$ cat src/verilog/aes_inv_pkg.sv
// Shared types and register map for the AES-128 inverse round engine.
// RTL modules import this package; ports use its types by scoped name.
`default_nettype none

package aes_inv_pkg;

    // byte 0 sits in bits 127:120, bytes are column-major
    typedef logic [127:0] aes_state_t;

    // the final round leaves out InvMixColumns
    typedef enum logic {
        ROUND_MIDDLE = 1'b0,
        ROUND_FINAL  = 1'b1
    } round_kind_e;

    typedef struct packed {
        aes_state_t  state;
        aes_state_t  key;
        round_kind_e kind;
    } round_req_t;

    typedef struct packed {
        aes_state_t  state;
        aes_state_t  key;
        round_kind_e kind;
    } sub_out_t;

    typedef enum logic [1:0] {
        CTRL_IDLE = 2'd0,
        CTRL_BUSY = 2'd1,
        CTRL_DONE = 2'd2
    } ctrl_state_e;

    // word addresses, word w holds state bytes 4w to 4w+3
    localparam logic [3:0] REG_STATE_IN0 = 4'd0;
    localparam logic [3:0] REG_STATE_IN1 = 4'd1;
    localparam logic [3:0] REG_STATE_IN2 = 4'd2;
    localparam logic [3:0] REG_STATE_IN3 = 4'd3;
    localparam logic [3:0] REG_KEY0      = 4'd4;
    localparam logic [3:0] REG_KEY1      = 4'd5;
    localparam logic [3:0] REG_KEY2      = 4'd6;
    localparam logic [3:0] REG_KEY3      = 4'd7;
    localparam logic [3:0] REG_CTRL      = 4'd8;
    localparam logic [3:0] REG_STATUS    = 4'd9;
    localparam logic [3:0] REG_RESULT0   = 4'd12;
    localparam logic [3:0] REG_RESULT1   = 4'd13;
    localparam logic [3:0] REG_RESULT2   = 4'd14;
    localparam logic [3:0] REG_RESULT3   = 4'd15;

    // number of register stages between req_valid and res_valid
    localparam int PIPE_DEPTH = 2;

endpackage

`default_nettype wire

$ cat src/verilog/aes_inv_key_mix.sv
// Pipeline stage 2: AddRoundKey, then InvMixColumns for middle rounds.
// The registered result goes back to the register block.
`timescale 1ns/1ps
`default_nettype none

module aes_inv_key_mix (
    input  wire                        clk,
    input  wire                        rst_n,
    input  wire                        sub_valid,
    input  wire aes_inv_pkg::sub_out_t sub,
    output logic                       res_valid,
    output aes_inv_pkg::aes_state_t    res
);

    import aes_inv_pkg::*;

    aes_state_t keyed;
    aes_state_t mixed;

    // multiply by x in GF(2^8) modulo 0x11b
    function automatic logic [7:0] xtime(input logic [7:0] b);
        return {b[6:0], 1'b0} ^ (b[7] ? 8'h1b : 8'h00);
    endfunction

    // one column through the matrix rows {0e 0b 0d 09} rotated
    function automatic logic [31:0] inv_mix_col(input logic [31:0] col);
        logic [7:0] a   [4];
        logic [7:0] x2  [4];
        logic [7:0] x4  [4];
        logic [7:0] x8  [4];
        logic [7:0] m9  [4];
        logic [7:0] m11 [4];
        logic [7:0] m13 [4];
        logic [7:0] m14 [4];
        for (int i = 0; i < 4; i++) begin
            a[i]   = col[31 - 8*i -: 8];
            x2[i]  = xtime(a[i]);
            x4[i]  = xtime(x2[i]);
            x8[i]  = xtime(x4[i]);
            m9[i]  = x8[i] ^ a[i];
            m11[i] = x8[i] ^ x2[i] ^ a[i];
            m13[i] = x8[i] ^ x4[i] ^ a[i];
            m14[i] = x8[i] ^ x4[i] ^ x2[i];
        end
        return {m14[0] ^ m11[1] ^ m13[2] ^ m9[3],
                m9[0]  ^ m14[1] ^ m11[2] ^ m13[3],
                m13[0] ^ m9[1]  ^ m14[2] ^ m11[3],
                m11[0] ^ m13[1] ^ m9[2]  ^ m14[3]};
    endfunction

    always_comb begin
        keyed = sub.state ^ sub.key;
        mixed = keyed;
        if (sub.kind == ROUND_MIDDLE) begin
            for (int w = 0; w < 4; w++) begin
                mixed[127 - 32*w -: 32] = inv_mix_col(keyed[127 - 32*w -: 32]);
            end
        end
    end

    always_ff @(posedge clk) begin
        if (!rst_n) begin
            res_valid <= 1'b0;
        end else begin
            res_valid <= sub_valid;
        end
    end

    always_ff @(posedge clk) begin
        if (sub_valid) begin
            res <= mixed;
        end
    end

endmodule

`default_nettype wire

$ cat config.mk
export PLATFORM = sky130hd
export DESIGN_NAME = aes_inv_key_mix
export DESIGN_NICKNAME = d
export VERILOG_FILES = /design/src/verilog/aes_inv_pkg.sv /design/src/verilog/aes_inv_key_mix.sv
export SDC_FILE = /design/constraint.sdc
export NUM_CORES = 1
export LEC_CHECK = 0
export BUFFER_PORTS_ARGS = -buffer_cell sky130_fd_sc_hd__buf_2
export CAP_MARGIN = 25
export CELL_PAD_IN_SITES_DETAIL_PLACEMENT = 1
export CELL_PAD_IN_SITES_GLOBAL_PLACEMENT = 1
export CORE_ASPECT_RATIO = 1.2
export CORE_MARGIN = 2
export CORE_UTILIZATION = 40
export DETAILED_ROUTE_END_ITERATION = 8
export PLACE_DENSITY = 0.76
export SLEW_MARGIN = 15
export SYNTH_ARGS = -nofsm -noshare
export SYNTH_HDL_FRONTEND = slang
export SYNTH_SLANG_ARGS = --single-unit
$ cat constraint.sdc
create_clock -name clk -period 2.53 [get_ports clk]
set_input_delay 0.506 -clock clk [delete_from_list [all_inputs] [get_ports clk]]
set_output_delay 0.506 -clock clk [all_outputs]
set_load 0.005 [all_outputs]
==> After elaboration in Yosys (flattened, before gate mapping) <==
Index checks and enable logic that the tools add are counted.
{ "totals": {"wordCells": 244, "in_bits": 260, "output_inout_bits": 129, "ff_bits": 129} }
{ "op_classes": {"n_mux": 49, "n_bitwise": 193} }
{ "op_table": {"columns": ["operator", "n"], "rows": [
  ["XOR 8 bit", 144],
  ["XOR 8 x 5 -> 8 bit", 48],
  ["two-way mux 5 bit", 48],
  ["two-way mux 128 bit", 1],
  ["XOR 128 bit", 1]
]} }

==> Longest topological paths before layout <==
{ "logic_depth": {"ltp_word": 13, "depth_mapped": 6, "mapped_depth_nobuf": 6} }

==> Worst setup path before layout <==
OpenSTA, ideal clock, no wires.
{ "synth_path": {"kind": "input to register", "startpoint": "in sub[22] (netlist name)", "endpoint": "reg res[19] (data pin)", "path_stages": 6, "setup_time_ps": 254, "required_time_ps": 2276, "setup_slack_ps": -179, "arrival_time_ps": 2455, "path_buffers": 0, "path_cell_list": "xnor2_1 -> xnor3_1 -> xnor2_2 -> xnor2_1 -> xnor3_1 -> o21a_1"} }
{ "synth_between": {"elab_chain_cells": 11} }
{ "synth_rtl": {"columns": ["item", "line_no", "rtl"], "rows": [
  ["from (decl)", "aes_inv_key_mix.sv:10", "input wire aes_inv_pkg::sub_out_t sub,"],
  ["XOR 128 bit", "aes_inv_key_mix.sv:52", "keyed = sub.state ^ sub.key;"],
  ["XOR 8 x 5 -> 8 bit (2 in a row)", "aes_inv_key_mix.sv:22", "return {b[6:0], 1'b0} ^ (b[7] ? 8'h1b : 8'h00);"],
  ["two-way mux 5 bit", "aes_inv_key_mix.sv:22", null],
  ["XOR 8 x 5 -> 8 bit", "aes_inv_key_mix.sv:22", null],
  ["XOR 8 bit (2 in a row)", "aes_inv_key_mix.sv:43", "m14[i] = x8[i] ^ x4[i] ^ x2[i];"],
  ["XOR 8 bit (3 in a row)", "aes_inv_key_mix.sv:46", "m9[0] ^ m14[1] ^ m11[2] ^ m13[3],"],
  ["two-way mux 128 bit", "aes_inv_key_mix.sv:54", "if (sub.kind == ROUND_MIDDLE) begin"],
  ["via mixed[19]", "aes_inv_key_mix.sv:18", "aes_state_t mixed;"],
  ["to (signal assigned)", "aes_inv_key_mix.sv:71", "res <= mixed;"],
  ["to (decl)", "aes_inv_key_mix.sv:12", "output aes_inv_pkg::aes_state_t res"]
]} }
The timed path passes the listed nets, and every way through them passes these cells.
A chain may end at the register's enable or synchronous reset.

==> Final worst setup path <==
{ "layout_path": {"startpoint": "in sub[127] (netlist name)", "endpoint": "reg res[108] (data pin)"} }
{ "layout_between": {"elab_chain_cells": 11} }
{ "layout_rtl": {"columns": ["item", "line_no", "rtl"], "rows": [
  ["XOR 128 bit *", "aes_inv_key_mix.sv:52", null],
  ["XOR 8 x 5 -> 8 bit *", "aes_inv_key_mix.sv:22", null],
  ["two-way mux 5 bit *", "aes_inv_key_mix.sv:22", null],
  ["XOR 8 x 5 -> 8 bit *", "aes_inv_key_mix.sv:22", null],
  ["XOR 8 x 5 -> 8 bit", "aes_inv_key_mix.sv:22", null],
  ["XOR 8 bit * (2 in a row)", "aes_inv_key_mix.sv:42", "m13[i] = x8[i] ^ x4[i] ^ a[i];"],
  ["XOR 8 bit * (3 in a row)", "aes_inv_key_mix.sv:47", "m13[0] ^ m9[1] ^ m14[2] ^ m11[3],"],
  ["two-way mux 128 bit *", "aes_inv_key_mix.sv:54", null],
  ["via mixed[108]", "aes_inv_key_mix.sv:18", null]
]} }
The timed path passes the listed nets; every way through them passes the cells marked *.

==> summary.md <==
| Metric | Value |
|---|---|
| Share of cells above drive strength 1 | `between 40 and 50%` |
| Final worst setup slack | `approximately 0.15 ns` |
| Gr ovfl total | `0` |
| Post-CTS sizing | `0` |
| Most common cell after layout, fill and taps aside | `xnor2_1` |
| Synth warn | `0` |
| Pin count of the biggest net entering global routing | `66` |
| Period Utilization, post-route | `a little over nine tenths` |
| Postcts setup bufs | `0` |
| DRT iter0 DRCs | `about 460` |
| Post-layout nets | `2223` |
| I/O Buffers | `roughly 390` |
| DRT Pass-1 Iters | `5` |
| Worst Tran Pin Value | `roughly 0.54 ns` |
| Site Rows | `78` |
| CTS tree | `built` |
| Hold Vio Cnt, Final | `0` |
| Total power | `roughly 24000 uW` |
| Clock Power Share | `a little over a tenth` |
| Worst Path Arrival | `2.56 ns` |
| P&R area growth vs syn | `41.3%` |
| Layout Utilization | `57.2%` |
| Die height | `~220 microns` |
| Worst-path maximum fanout | `3` |
| Root buffer cell | `clkbuf_16` |
| Post-synth top area cell | `xnor2_1` |
| Area after DPL | `between 20000 and 25000 sq um` |
| WP data required | `about 2.7 ns` |
| Sw power | `around 9000 uW` |
| Buf/Inv on CP | `1` |
| Hold Path Origin | `rst_n` |
| Kind of critical path | `in -> reg` |
| P per Cell Area | `about 1100 nW/um^2` |
| Setup TNS | `0 ns` |
| CP max stage cell | `xnor3_1` |
| Peak supply drop | `between 0.4 and 0.5 mV` |
| Pre-CTS setup slack | `-0.284 ns` |
| Post-DP HPWL | `43700 microns` |
| Bufs on Longest Clock Path | `2` |
| First-pass GRT wire length | `about 80000 microns` |
| Critical Path End | `res[108]$_DFFE_PP_` |
| RSZ-0062 raised after global routing | `false` |
| Critical path depth | `7` |
| Static leakage | `approximately 0.01 uW` |
| Switching Fraction | `roughly 37%` |
| Final WL | `~53000 microns` |
| Worst Setup Start Kind | `input port` |
| CP cell instances | `buf_2 -> xor2_4 -> xnor3_1 -> xor2_2 -> xnor3_1 -> xnor2_1 -> mux2i_1` |
| Post-route design area | `between 20000 and 25000 sq um` |
| Routed vias/inst | `about 4.8` |
| Clock sink total | `approximately 130` |
| Synth top area share | `30.1%` |
| Commonest cells after routing, fill and taps aside | `516 x xnor2_1, 388 x buf_4, 387 x buf_2, 137 x xnor3_1` |
| GPL Wtd Cong | `between 0.9 and 1` |
| Logic pwr share | `between 70 and 80%` |
| Yosys cell types | `28` |
| Vias | `11700` |
| Crit-path max cell delay | `roughly 0.54 ns` |
| Min cycle time layout | `between 2 and 2.5 ns` |
| Max-cap viol count | `0` |
| Synthesized net count | `1439` |
| Post-synthesis cell count | `roughly 1200` |
| CP Capture Type | `register` |
| Crit path max-delay family | `XOR/XNOR gates` |
| WL per Instance | `between 20 and 25 microns` |
| Worst setup path startpoint | `sub[127]` |
| Post-Syn Area | `~15000 sq um` |
| Cell mode on critical path | `xnor3_1` |
| Syn Area/Cell | `between 10 and 15 sq um` |
| Initial Util | `between 40% and 50%` |
| Total track usage | `a little over a quarter` |
| Max H-tree Level | `4` |
| Post-synthesis sequential area ratio | `around 25%` |
| Int Pwr | `around 15000 uW` |
| # IOs | `roughly 400` |
| Core outline area | `between 30000 and 40000 sq um` |
| Final Max Tran Viols | `0` |
| Post-route ant nets | `0` |
| Sequential Power Share | `17.1%` |
| Synth Register Bits | `around 130` |
| Setup Viol. Count Final | `0` |
| Highest Clock Rate | `about 0.42 GHz` |
| Residual DRC | `0` |
| CTS buffer count | `17` |
| DIE AREA | `39800 sq um` |
| Worst hold-check path type | `in -> reg` |
| Initial antenna violation count | `2` |
| Hold_buf cts | `0` |
| Largest cells by area after synthesis | `xnor2_1 30%, edfxtp_1 25%, xnor3_1 20%` |
| Fill cells | `a little over 4000` |
| Slew HR | `between 60% and 70%` |
| Worst hold stages | `2` |
| Outcome | `finished clean` |
| Number of global-route vias before repair | `roughly 13000` |
| Die X | `~180 microns` |
| Worst-path clk slew | `approximately 0.060 ns` |
-- cells by family after synthesis --
logic type | share of synthesized area (%)
muxes | 5.43
DFF | 25.3
buffers and inverters | 0.466
xor gates and xnor gates | 66.0
AOI/OAI and AO/OA | 1.64
and+or+nand+nor | 1.19
-- state kept, by name (all words and copies together), names as in the netlist --
| name | flops |
|---|---|
| res_valid | 1 |
| res | 128 |
-- power by group through the flow --
stage                     registers [uW]  clock network [uW]  logic [uW]
after CTS                           4140                2610       17600
final                               4130                2550       17500
after global routing                4210                2650       18600
after detailed placement            4170                   0       17300
after global placement              4160                   0       16800
after floorplan                     4240                   0       11200
-- how the worst min path moves through the flow --
| stage | slack (ns) | end |
|---|---|---|
| detailed placement | 0.74 | res_valid$_SDFF_PN0_ |
| global placement | 0.71 | res_valid$_SDFF_PN0_ |
| global route | 0.28 | res_valid$_SDFF_PN0_ |
| finish | 0.28 | res_valid$_SDFF_PN0_ |
| floorplan | 0.62 | res[0]$_DFFE_PP_ |
| CTS | 0.26 | res_valid$_SDFF_PN0_ |
-- cell usage after synthesis --
cell / count
mux2i_1: 83
inv_2: 1
xnor2_1: 525
a21oi_1: 15
xnor2_2: 30
xnor3_2: 2
o21ai_1: 1
buf_1: 1
xor3_2: 2
and2_1: 1
edfxtp_1: 128
o21ai_0: 19
nand3_1: 1
o211ai_1: 1
o21a_1: 7
clkbuf_1: 17
nor2_1: 17
xnor3_4: 2
nand2_1: 27
xnor2_4: 11
xor2_4: 1
dfxtp_1: 1
or3_1: 1
a21o_1: 2
xor2_1: 132
xnor3_1: 139
xor3_1: 6
xor2_2: 6
-- area by class of cell --
cell class | count | area, sq um | area share, %
clock buffers | 17 | 425 | 1.97
multi-input cells | 1031 | 11600 | 53.5
diodes | 2 | 5.00 | 0.0232
well taps | 480 | 601 | 2.78
repair buffers | 783 | 5010 | 23.2
clock inverters | 15 | 143 | 0.660
inverters | 1 | 6.26 | 0.0289
flip-flops and latches | 129 | 3860 | 17.9
-- metal layers --
metal  wire (microns)  GRT usage (%)
met1            20300           29.9
met2            28300           50.3
met3             2270           4.62
met4             2350           12.3
met5                0              0
-- through the flow --
stage | hold slack, ns | cells
after floorplan | 0.618 | 1179
after global placement | 0.713 | 2424
after detailed placement | 0.737 | 2424
after CTS | 0.259 | 2456
after global routing | 0.277 | 2458
final | 0.277 | 2458
Power figures use the tool's default switching activity.
