--- config.mk ---
export PLATFORM = sky130hd
export DESIGN_NAME = aes_inv_round_regs
export DESIGN_NICKNAME = d
export VERILOG_FILES = /design/src/verilog/aes_inv_pkg.sv /design/src/verilog/aes_inv_round_regs.sv
export SDC_FILE = /design/constraint.sdc
export NUM_CORES = 1
export LEC_CHECK = 0
export BUFFER_PORTS_ARGS = -buffer_cell sky130_fd_sc_hd__buf_2
export CAP_MARGIN = 20
export CORE_ASPECT_RATIO = 0.9
export CORE_MARGIN = 1.5
export CORE_UTILIZATION = 50
export CTS_BUF_LIST = sky130_fd_sc_hd__clkbuf_8
export CTS_CLUSTER_SIZE = 25
export DETAILED_ROUTE_END_ITERATION = 10
export PLACE_DENSITY = 0.79
export RECOVER_POWER = 50
export SLEW_MARGIN = 20
export SYNTH_ARGS = -nofsm -noshare
export SYNTH_HDL_FRONTEND = slang
export SYNTH_SLANG_ARGS = --single-unit
--- constraint.sdc ---
create_clock -name clk -period 13.2 [get_ports clk]
set_clock_uncertainty 0.05 [all_clocks]
set_input_delay 0.66 -clock clk [delete_from_list [all_inputs] [get_ports clk]]
set_output_delay 0.66 -clock clk [all_outputs]
set_load 0.005 [all_outputs]
--- src/verilog/aes_inv_pkg.sv ---
// Shared types and register map for the AES-128 inverse round engine.
// RTL modules import this package; ports use its types by scoped name.
`default_nettype none

package aes_inv_pkg;

    // byte 0 sits in bits 127:120, bytes are column-major
    typedef logic [127:0] aes_state_t;

    // the final round leaves out InvMixColumns
    typedef enum logic {
        ROUND_MIDDLE = 1'b0,
        ROUND_FINAL  = 1'b1
    } round_kind_e;

    typedef struct packed {
        aes_state_t  state;
        aes_state_t  key;
        round_kind_e kind;
    } round_req_t;

    typedef struct packed {
        aes_state_t  state;
        aes_state_t  key;
        round_kind_e kind;
    } sub_out_t;

    typedef enum logic [1:0] {
        CTRL_IDLE = 2'd0,
        CTRL_BUSY = 2'd1,
        CTRL_DONE = 2'd2
    } ctrl_state_e;

    // word addresses, word w holds state bytes 4w to 4w+3
    localparam logic [3:0] REG_STATE_IN0 = 4'd0;
    localparam logic [3:0] REG_STATE_IN1 = 4'd1;
    localparam logic [3:0] REG_STATE_IN2 = 4'd2;
    localparam logic [3:0] REG_STATE_IN3 = 4'd3;
    localparam logic [3:0] REG_KEY0      = 4'd4;
    localparam logic [3:0] REG_KEY1      = 4'd5;
    localparam logic [3:0] REG_KEY2      = 4'd6;
    localparam logic [3:0] REG_KEY3      = 4'd7;
    localparam logic [3:0] REG_CTRL      = 4'd8;
    localparam logic [3:0] REG_STATUS    = 4'd9;
    localparam logic [3:0] REG_RESULT0   = 4'd12;
    localparam logic [3:0] REG_RESULT1   = 4'd13;
    localparam logic [3:0] REG_RESULT2   = 4'd14;
    localparam logic [3:0] REG_RESULT3   = 4'd15;

    // number of register stages between req_valid and res_valid
    localparam int PIPE_DEPTH = 2;

endpackage

`default_nettype wire

--- src/verilog/aes_inv_round_regs.sv ---
// Wishbone classic slave holding the input, key, control and result registers.
// A start write snapshots state and key into one pipeline request.
`timescale 1ns/1ps
`default_nettype none

module aes_inv_round_regs (
    input  wire                          clk,
    input  wire                          rst_n,
    input  wire                          wb_cyc,
    input  wire                          wb_stb,
    input  wire                          wb_we,
    input  wire  [3:0]                   wb_adr,
    input  wire  [31:0]                  wb_dat_w,
    output logic [31:0]                  wb_dat_r,
    output logic                         wb_ack,
    output logic                         req_valid,
    output aes_inv_pkg::round_req_t      req,
    input  wire                          res_valid,
    input  wire aes_inv_pkg::aes_state_t res
);

    import aes_inv_pkg::*;

    logic [31:0] state_in [4];
    logic [31:0] key_w    [4];
    logic [31:0] result   [4];
    logic        ctrl_final;
    ctrl_state_e ctrl_state;
    logic        access;
    logic        wr_en;
    logic        start_wr;
    logic        busy;
    logic        done;
    logic [31:0] rd_data;

    // a new bus cycle is one that has not been acked yet
    assign access   = wb_cyc && wb_stb && !wb_ack;
    assign wr_en    = access && wb_we;
    assign start_wr = wr_en && (wb_adr == REG_CTRL) && wb_dat_w[0];
    assign busy     = (ctrl_state == CTRL_BUSY);
    assign done     = (ctrl_state == CTRL_DONE);

    always_ff @(posedge clk) begin
        if (!rst_n) begin
            wb_ack <= 1'b0;
        end else begin
            wb_ack <= access;
        end
    end

    always_ff @(posedge clk) begin
        if (access && !wb_we) begin
            wb_dat_r <= rd_data;
        end
    end

    // input and key words, writable at any time
    always_ff @(posedge clk) begin
        if (wr_en) begin
            case (wb_adr)
                REG_STATE_IN0, REG_STATE_IN1, REG_STATE_IN2, REG_STATE_IN3:
                    state_in[wb_adr[1:0]] <= wb_dat_w;
                REG_KEY0, REG_KEY1, REG_KEY2, REG_KEY3:
                    key_w[wb_adr[1:0]] <= wb_dat_w;
                default: ;
            endcase
        end
    end

    // controller; a start while busy is acked but otherwise dropped
    always_ff @(posedge clk) begin
        if (!rst_n) begin
            ctrl_state <= CTRL_IDLE;
            ctrl_final <= 1'b0;
            req_valid  <= 1'b0;
            result     <= '{default: '0};
        end else begin
            req_valid <= 1'b0;
            if (wr_en && wb_adr == REG_CTRL) begin
                ctrl_final <= wb_dat_w[1];
            end
            case (ctrl_state)
                CTRL_IDLE, CTRL_DONE: begin
                    if (start_wr) begin
                        ctrl_state <= CTRL_BUSY;
                        req_valid  <= 1'b1;
                    end
                end
                CTRL_BUSY: begin
                    if (res_valid) begin
                        ctrl_state <= CTRL_DONE;
                        result[0]  <= res[127:96];
                        result[1]  <= res[95:64];
                        result[2]  <= res[63:32];
                        result[3]  <= res[31:0];
                    end
                end
                default: ctrl_state <= CTRL_IDLE;
            endcase
        end
    end

    // the request payload is the register contents at the accepted start
    always_ff @(posedge clk) begin
        if (start_wr && !busy) begin
            req.state <= {state_in[0], state_in[1], state_in[2], state_in[3]};
            req.key   <= {key_w[0], key_w[1], key_w[2], key_w[3]};
            req.kind  <= round_kind_e'(wb_dat_w[1]);
        end
    end

    always_comb begin
        case (wb_adr)
            REG_STATE_IN0, REG_STATE_IN1, REG_STATE_IN2, REG_STATE_IN3:
                rd_data = state_in[wb_adr[1:0]];
            REG_KEY0, REG_KEY1, REG_KEY2, REG_KEY3:
                rd_data = key_w[wb_adr[1:0]];
            REG_CTRL:   rd_data = {30'd0, ctrl_final, 1'b0};
            REG_STATUS: rd_data = {30'd0, done, busy};
            REG_RESULT0, REG_RESULT1, REG_RESULT2, REG_RESULT3:
                rd_data = result[wb_adr[1:0]];
            default:    rd_data = 32'd0;
        endcase
    end

    a_ack_in_cycle: assert property (@(posedge clk) disable iff (!rst_n)
        wb_ack |-> (wb_cyc && wb_stb));

    a_res_timing: assert property (@(posedge clk) disable iff (!rst_n)
        res_valid |-> (ctrl_state == CTRL_BUSY) && $past(req_valid, PIPE_DEPTH));

endmodule

`default_nettype wire

Yosys cells after proc, flatten, opt, wreduce, memory -nomap -nowiden
Memories as Yosys holds them, arrays and structs flattened. A register that Yosys moved wholly into a read port is not among the register bits.
Cells that the tools add are included.
{"block": "classes", "bitwise": 1, "order_cmp": 1, "n_mux": 14, "n_eq_ne": 17, "n_reduce_logical": 19}
{"operator": "case mux 32 bit (5 select lines)", "n": 1}
{"operator": "binary-select mux 32 bit (select 2 bit)", "n": 1}
{"operator": "2-to-1 mux 32 bit", "n": 2}
{"operator": "== test 4 bit, second input constant", "n": 6}
{"operator": "== test 4 x 3 -> 1 bit, second input constant", "n": 4}
{"operator": "OR reduction 4 bit", "n": 3}
{"operator": "== test 4 x 2 -> 1 bit, second input constant", "n": 2}
{"operator": "logical AND 1 bit", "n": 7}
{"operator": "2-to-1 mux 1 bit", "n": 7}
{"operator": "AND reduction 2 bit", "n": 3}
{"operator": "== test 4 x 1 -> 1 bit, second input constant", "n": 1}
{"operator": "zero test 4 bit", "n": 1}
{"operator": "2-to-1 mux 2 bit", "n": 2}
{"operator": "inequality test 2 bit, second input constant", "n": 2}
{"operator": "case mux 2 bit (2 select lines)", "n": 1}
{"operator": "greater-or-equal comparator 3 bit, second input constant", "n": 1}
{"operator": "zero test 1 bit", "n": 3}
{"operator": "NOT 2 -> 3 bit", "n": 1}
{"operator": "== test 2 x 1 -> 1 bit, second input constant", "n": 1}
{"operator": "== test 2 bit, second input constant", "n": 1}
{"operator": "zero test 2 bit", "n": 1}
{"operator": "OR reduction 2 bit", "n": 1}
{"block": "totals", "register_bits": 166, "ramBits": 256, "inputBits": 170, "wordCells": 64, "memories": 2, "out_inout_bits": 291}
{"memory": "key_w", "words": 4, "width": 32, "rd": 5, "rd_clocked_by_memory_dff": 4, "write_ports": 1, "line": "aes_inv_round_regs.sv:25", "text": "logic [31:0] key_w [4];"}
{"memory": "state_in", "words": 4, "width": 32, "rd": 5, "rd_clocked_by_memory_dff": 4, "write_ports": 1, "line": "aes_inv_round_regs.sv:24", "text": "logic [31:0] state_in [4];"}

Longest topological paths before layout
{"block": "depth", "word_depth": 7, "depth_mapped": 6, "depth_no_buf": 4}

Worst setup path after synthesis
Ideal clock, no wire load.
{"block": "synth_path", "kind": "input to register", "startpoint": "input wb_adr[1]", "endpoint": "register req[0] (netlist name), enable pin", "stages": 5, "path_slack_ns": 0.144, "arrival_ns": 12.125, "setup_ns": 0.881, "required_ns": 12.269, "n_path_buf": 2, "cell_sequence": "buf_2 > buf_6 > nor4b_1 > nand3_1 > nor2_1"}
{"block": "synth_between", "elab_chain_len": 4}
{"item": "start: declaration", "line": "aes_inv_round_regs.sv:12", "text": "input wire [3:0] wb_adr,"}
{"item": "== test 4 bit", "line": "aes_inv_round_regs.sv:39", "text": "assign start_wr = wr_en && (wb_adr == REG_CTRL) && wb_dat_w[0];"}
{"item": "logical AND 1 bit (2 in series)", "line": "aes_inv_round_regs.sv:39"}
{"item": "logical AND 1 bit", "line": "aes_inv_round_regs.sv:105", "text": "if (start_wr && !busy) begin"}
{"item": "end: declaration", "line": "aes_inv_round_regs.sv:17", "text": "output aes_inv_pkg::round_req_t req,"}
Every way passes these cells.
A chain may end at the register's enable or synchronous reset.

Worst setup path after layout
{"block": "layout_path", "startpoint": "input wb_adr[1]", "endpoint": "register req[192] (netlist name)"}
{"block": "layout_between", "elab_chain_len": 4}
{"item": "== test 4 bit", "line": "aes_inv_round_regs.sv:39"}
{"item": "logical AND 1 bit (2 in series)", "line": "aes_inv_round_regs.sv:39"}
{"item": "logical AND 1 bit", "line": "aes_inv_round_regs.sv:105"}
Every way passes these cells.

==> results.md <==
| Stage | Result | Reported |
|---|---|---|
| floorplan | Horizontal extent of the die | 235 um |
| placed design | Detailed Place HPWL | 39.1 mm |
| route | Average detailed-routed wire length per instance | 23.7 um |
| global routing | Number of antenna violations at the first check in global routing | 3 |
| power | Final Power | 4180 uW |
| flow run | Number of max-cap violations | 4 |
| sta | Max-slew violation count | 232 |
| outcome | Result of the run | finished with violations |
| logic synthesis | Most common flop cell mapped by yosys | sky130_fd_sc_hd__edfxtp_1 |
| clocking | Clock-pin slew reported for the worst setup and hold paths after clock tree synthesis | 0.06 ns |
| global routing | Leftover overflow at the end of global routing | 0 |
| critical path | Peak fanout along the critical path | 188 |
| critical path | CP Launch Type | primary input |
| logic synthesis | Average footprint of a synthesized cell | 17.6 um^2 |
| logic synthesis | Seq cells post-synth | 678 |
| critical path | Worst path top cell family by delay | buffers and inverters |
| route | Final wirelength | 61.4 mm |
| finish | Cell area after layout | 29100 um^2 |
| route | Uppermost routed layer | met5 |
| logic synthesis | Number of distinct library cell variants in the gate-level netlist after synthesis | 29 |
| placed design | IO Port Bufs | 460 |
| logic synthesis | Leading cell type by number of instances after synthesis | sky130_fd_sc_hd__edfxtp_1 |
| sta | Final hold viol count | 0 |
| critical path | CP peak stage delay | 2.93 ns |
| finish | Sequential cell area | 19000 um^2 |
| sta | Final Cycle Share | 40.7% |
| sta | RSZ-0062 raised after global routing | no |
| placed design | Placer congestion estimate | 0.849 |
| critical path | WP buf/inv | 3 |
| critical path | Type of the setup path with the least slack | in -> reg |
| critical path | Worst reg2reg path startpoint | wb_ack |
| logic synthesis | Post-synthesis instance area | 24200 um^2 |
| sta | Slew at the pin closest to its max-slew limit | 4.26 ns |
| route | Met2 routed WL | 29.3 mm |
| clocking | Buffer depth of the longest clock path | 3 |
| clocking | Number of resized instances in the post-cts repair step | 0 |
| finish | Number of fillers in the final layout | 3489 |
| placed design | Placed Area | 27200 um^2 |
| power | Static leakage power | 0.00998 uW |
| logic synthesis | Post-synth ARST share | 0% |
| power | Max rail drop VDD | 78.7 uV |
| global routing | First-pass GRT wire length | 89.2 mm |
| logic synthesis | Top cell type by total area after synthesis | sky130_fd_sc_hd__edfxtp_1 |
| sta | Setup TNS after final layout | 0 ns |
| finish | Number of nets in the finished design | 2050 |
| sta | Total setup violations reported at the end of the flow | 0 |
| route | Total iterations of the first detailed-routing run | 7 |
| route | Iter 0 DRT Violations | 1458 |
| critical path | Required time of the critical path | 13.45 ns |
| clocking | Root Buffer | sky130_fd_sc_hd__clkbuf_8 |
| logic synthesis | Number of enable-type register cells in the synthesized netlist | 545 |
| critical path | Slowest CP cell | sky130_fd_sc_hd__clkbuf_1 |
| placed design | Pre-CTS setup slack | 8.99 ns |
| route | Antenna-violating nets left | 0 |
| floorplan | Effective utilization at floorplan | 50.6% |
| clocking | Cts bufs inserted | 102 |
| critical path | Endpoint of the worst register-to-register path | req[192] |
| critical path | Arrival time of the worst setup path | 5.62 ns |
| critical path | Chain of cells forming the critical path | clkbuf_1 > nor4b_1 > nand3_1 > nor2_4 > buf_12 > buf_4 |
| clocking | # Post-CTS Setup Buffers | 0 |
| clocking | Skew-Pair Late Insertion Delay | 0.67 ns |
| power | Power density normalized to cell area | 144 nW/um^2 |
| placed design | Dpl cells | 2400 |
| floorplan | Die area | 49800 um^2 |
| global routing | Overall global routing resource usage | 24.6% |
| logic synthesis | Part of the Yosys area used for sequential elements | 78.6% |
| logic synthesis | Top area cells in the synthesized netlist | sky130_fd_sc_hd__edfxtp_1 (68%), sky130_fd_sc_hd__dfxtp_1 (11%), sky130_fd_sc_hd__mux4_2 (8.8%) |
| global routing | Vias in the first global route | 14500 |
| floorplan | Boundary pin count | 461 |
| finish | Post-route non-filler standard cell count | 2591 |
| route | Detailed-routing wirelength on met1 | 24.5 mm |
| global routing | Maximum number of pins on one net before global-route repair | 189 |
| floorplan | Die boundary height | 212 um |
| floorplan | Core Region | 47800 um^2 |
| outcome | Violated checks | max-capacitance violations, max-slew violations |
| logic synthesis | Top cells by count, synth | sky130_fd_sc_hd__edfxtp_1 (545), sky130_fd_sc_hd__nand2_1 (324), sky130_fd_sc_hd__dfxtp_1 (133) |
| sta | Max Freq | 0.186 GHz |
| finish | Area added between synthesis and finish | 20.1% |
| critical path | Crit path launch | wb_adr[1] |
| critical path | R2R Setup Slk | 9.73 ns |
| route | Total DRC errors in the routed layout | 0 |
| sta | Period minus WS final | 5.37 ns |
| logic synthesis | Syn Nets | 1543 |
| critical path | CP Capture Type | flop |
| clocking | Clock sink count | 678 |
| floorplan | Site Rows | 76 |
| logic synthesis | Yosys synthesis warning count | 0 |
| finish | Total area of multi-input combinational cells | 4900 um^2 |
| clocking | Clock tree from TritonCTS | built |
| clocking | Number of buffers inserted for hold repair after clock tree synthesis | 0 |
| clocking | Level count of the clock H-tree | 3 |
| finish | Layout cells sized above 1 | 29.7% |
| critical path | Number of cells on the critical path | 6 |
| logic synthesis | Area share of the largest cell type after synthesis | 67.6% |
| route | Routed vias | 14300 |
| sta | Slew headroom | -184% |
| critical path | Worst reg-to-reg path cell count | 5 |
| critical path | Worst Setup EP | req[192] |
| route | Met3 Wirelength | 6.28 mm |
| worst hold path | Kind of path behind the tightest hold check | in -> reg |
| sta | Minimum setup slack in the final design | 7.83 ns |
| route | Number of vias per cell after detailed routing | 5.52 |
| logic synthesis | Count of mapped cells out of synthesis | 1373 |
## cell usage in the layout (no fill, tap or decap), drive strengths merged, types with 4 or more instances in the layout
cell	count
edfxtp	545
buf	325
nand2	324
clkbuf	276
dfxtp	133
a21boi	129
mux4	95
clkinv	34
a22oi	30
inv	27
nor2	11
bufinv	6
nor2b	4
## layout make-up
type / instances / share of cell area, %
Inverter: 1 / 0.0129
Antenna cell: 2 / 0.0172
Clock buffer: 122 / 5.77
Timing Repair Buffer: 479 / 7.77
Tap cell: 624 / 2.68
Multi-Input combinational cell: 618 / 16.8
Sequential cell: 678 / 65.4
Clock inverter: 67 / 1.51
## registers in the layout, indices dropped and copies added (netlist names), 2 cells and up
name,count
ctrl_state,2
key_w,128
req,257
result,128
state_in,128
wb_dat_r,32
## how the worst min path moves through the flow
stage,startpoint,endpoint,slack (ns),cells after the start
5_1_grt,res[49],result[49],0.15,3
6_report,res[86],result[86],0.18,3
3_5_place_dp,state_in[1][18],req[211],0.38,0
4_1_cts,res[54],result[54],0.12,3
3_3_place_gp,key_w[2][14],req[47],0.37,0
2_1_floorplan,state_in[2][2],req[163],0.37,0
## worst register-to-register path: stages, from the launching register on
cell and delay (ns):
sky130_fd_sc_hd__dfxtp_1 0.33, sky130_fd_sc_hd__and4b_1 0.42, sky130_fd_sc_hd__nand3_1 0.25, sky130_fd_sc_hd__nor2_4 0.17
sky130_fd_sc_hd__buf_12 0.67, sky130_fd_sc_hd__buf_4 1.17
## routing by layer
metal	global-route usage, %	up-vias
met3	7.07	106
met1	32.8	7142
met4	8.15	2
li1	-	6221
met2	39.2	833
met5	0	-
## stage by stage
| stage | util [%] | hold slack, ns |
|---|---|---|
| floorplan | - | 0.371 |
| global placement | 56.8 | 0.374 |
| detailed placement | 56.8 | 0.380 |
| CTS | 61.3 | 0.117 |
| global route | 60.8 | 0.149 |
| finish | 60.8 | 0.184 |
## kinds of logic after synthesis
kind of cell | share of synthesized area [%]
AOI/OAI and AO/OA | 5.11
buffers and inverters | 1.59
DFF | 78.6
muxes | 9.06
and+or+nand+nor | 5.68
## power breakdown
group	switching (uW)	total [uW]	internal [uW]
sequential	4.13	2310	2300
clock	784	1740	957
combinational	71.2	127	55.6
total	859	4180	3320
Power figures use the tool's default switching activity.
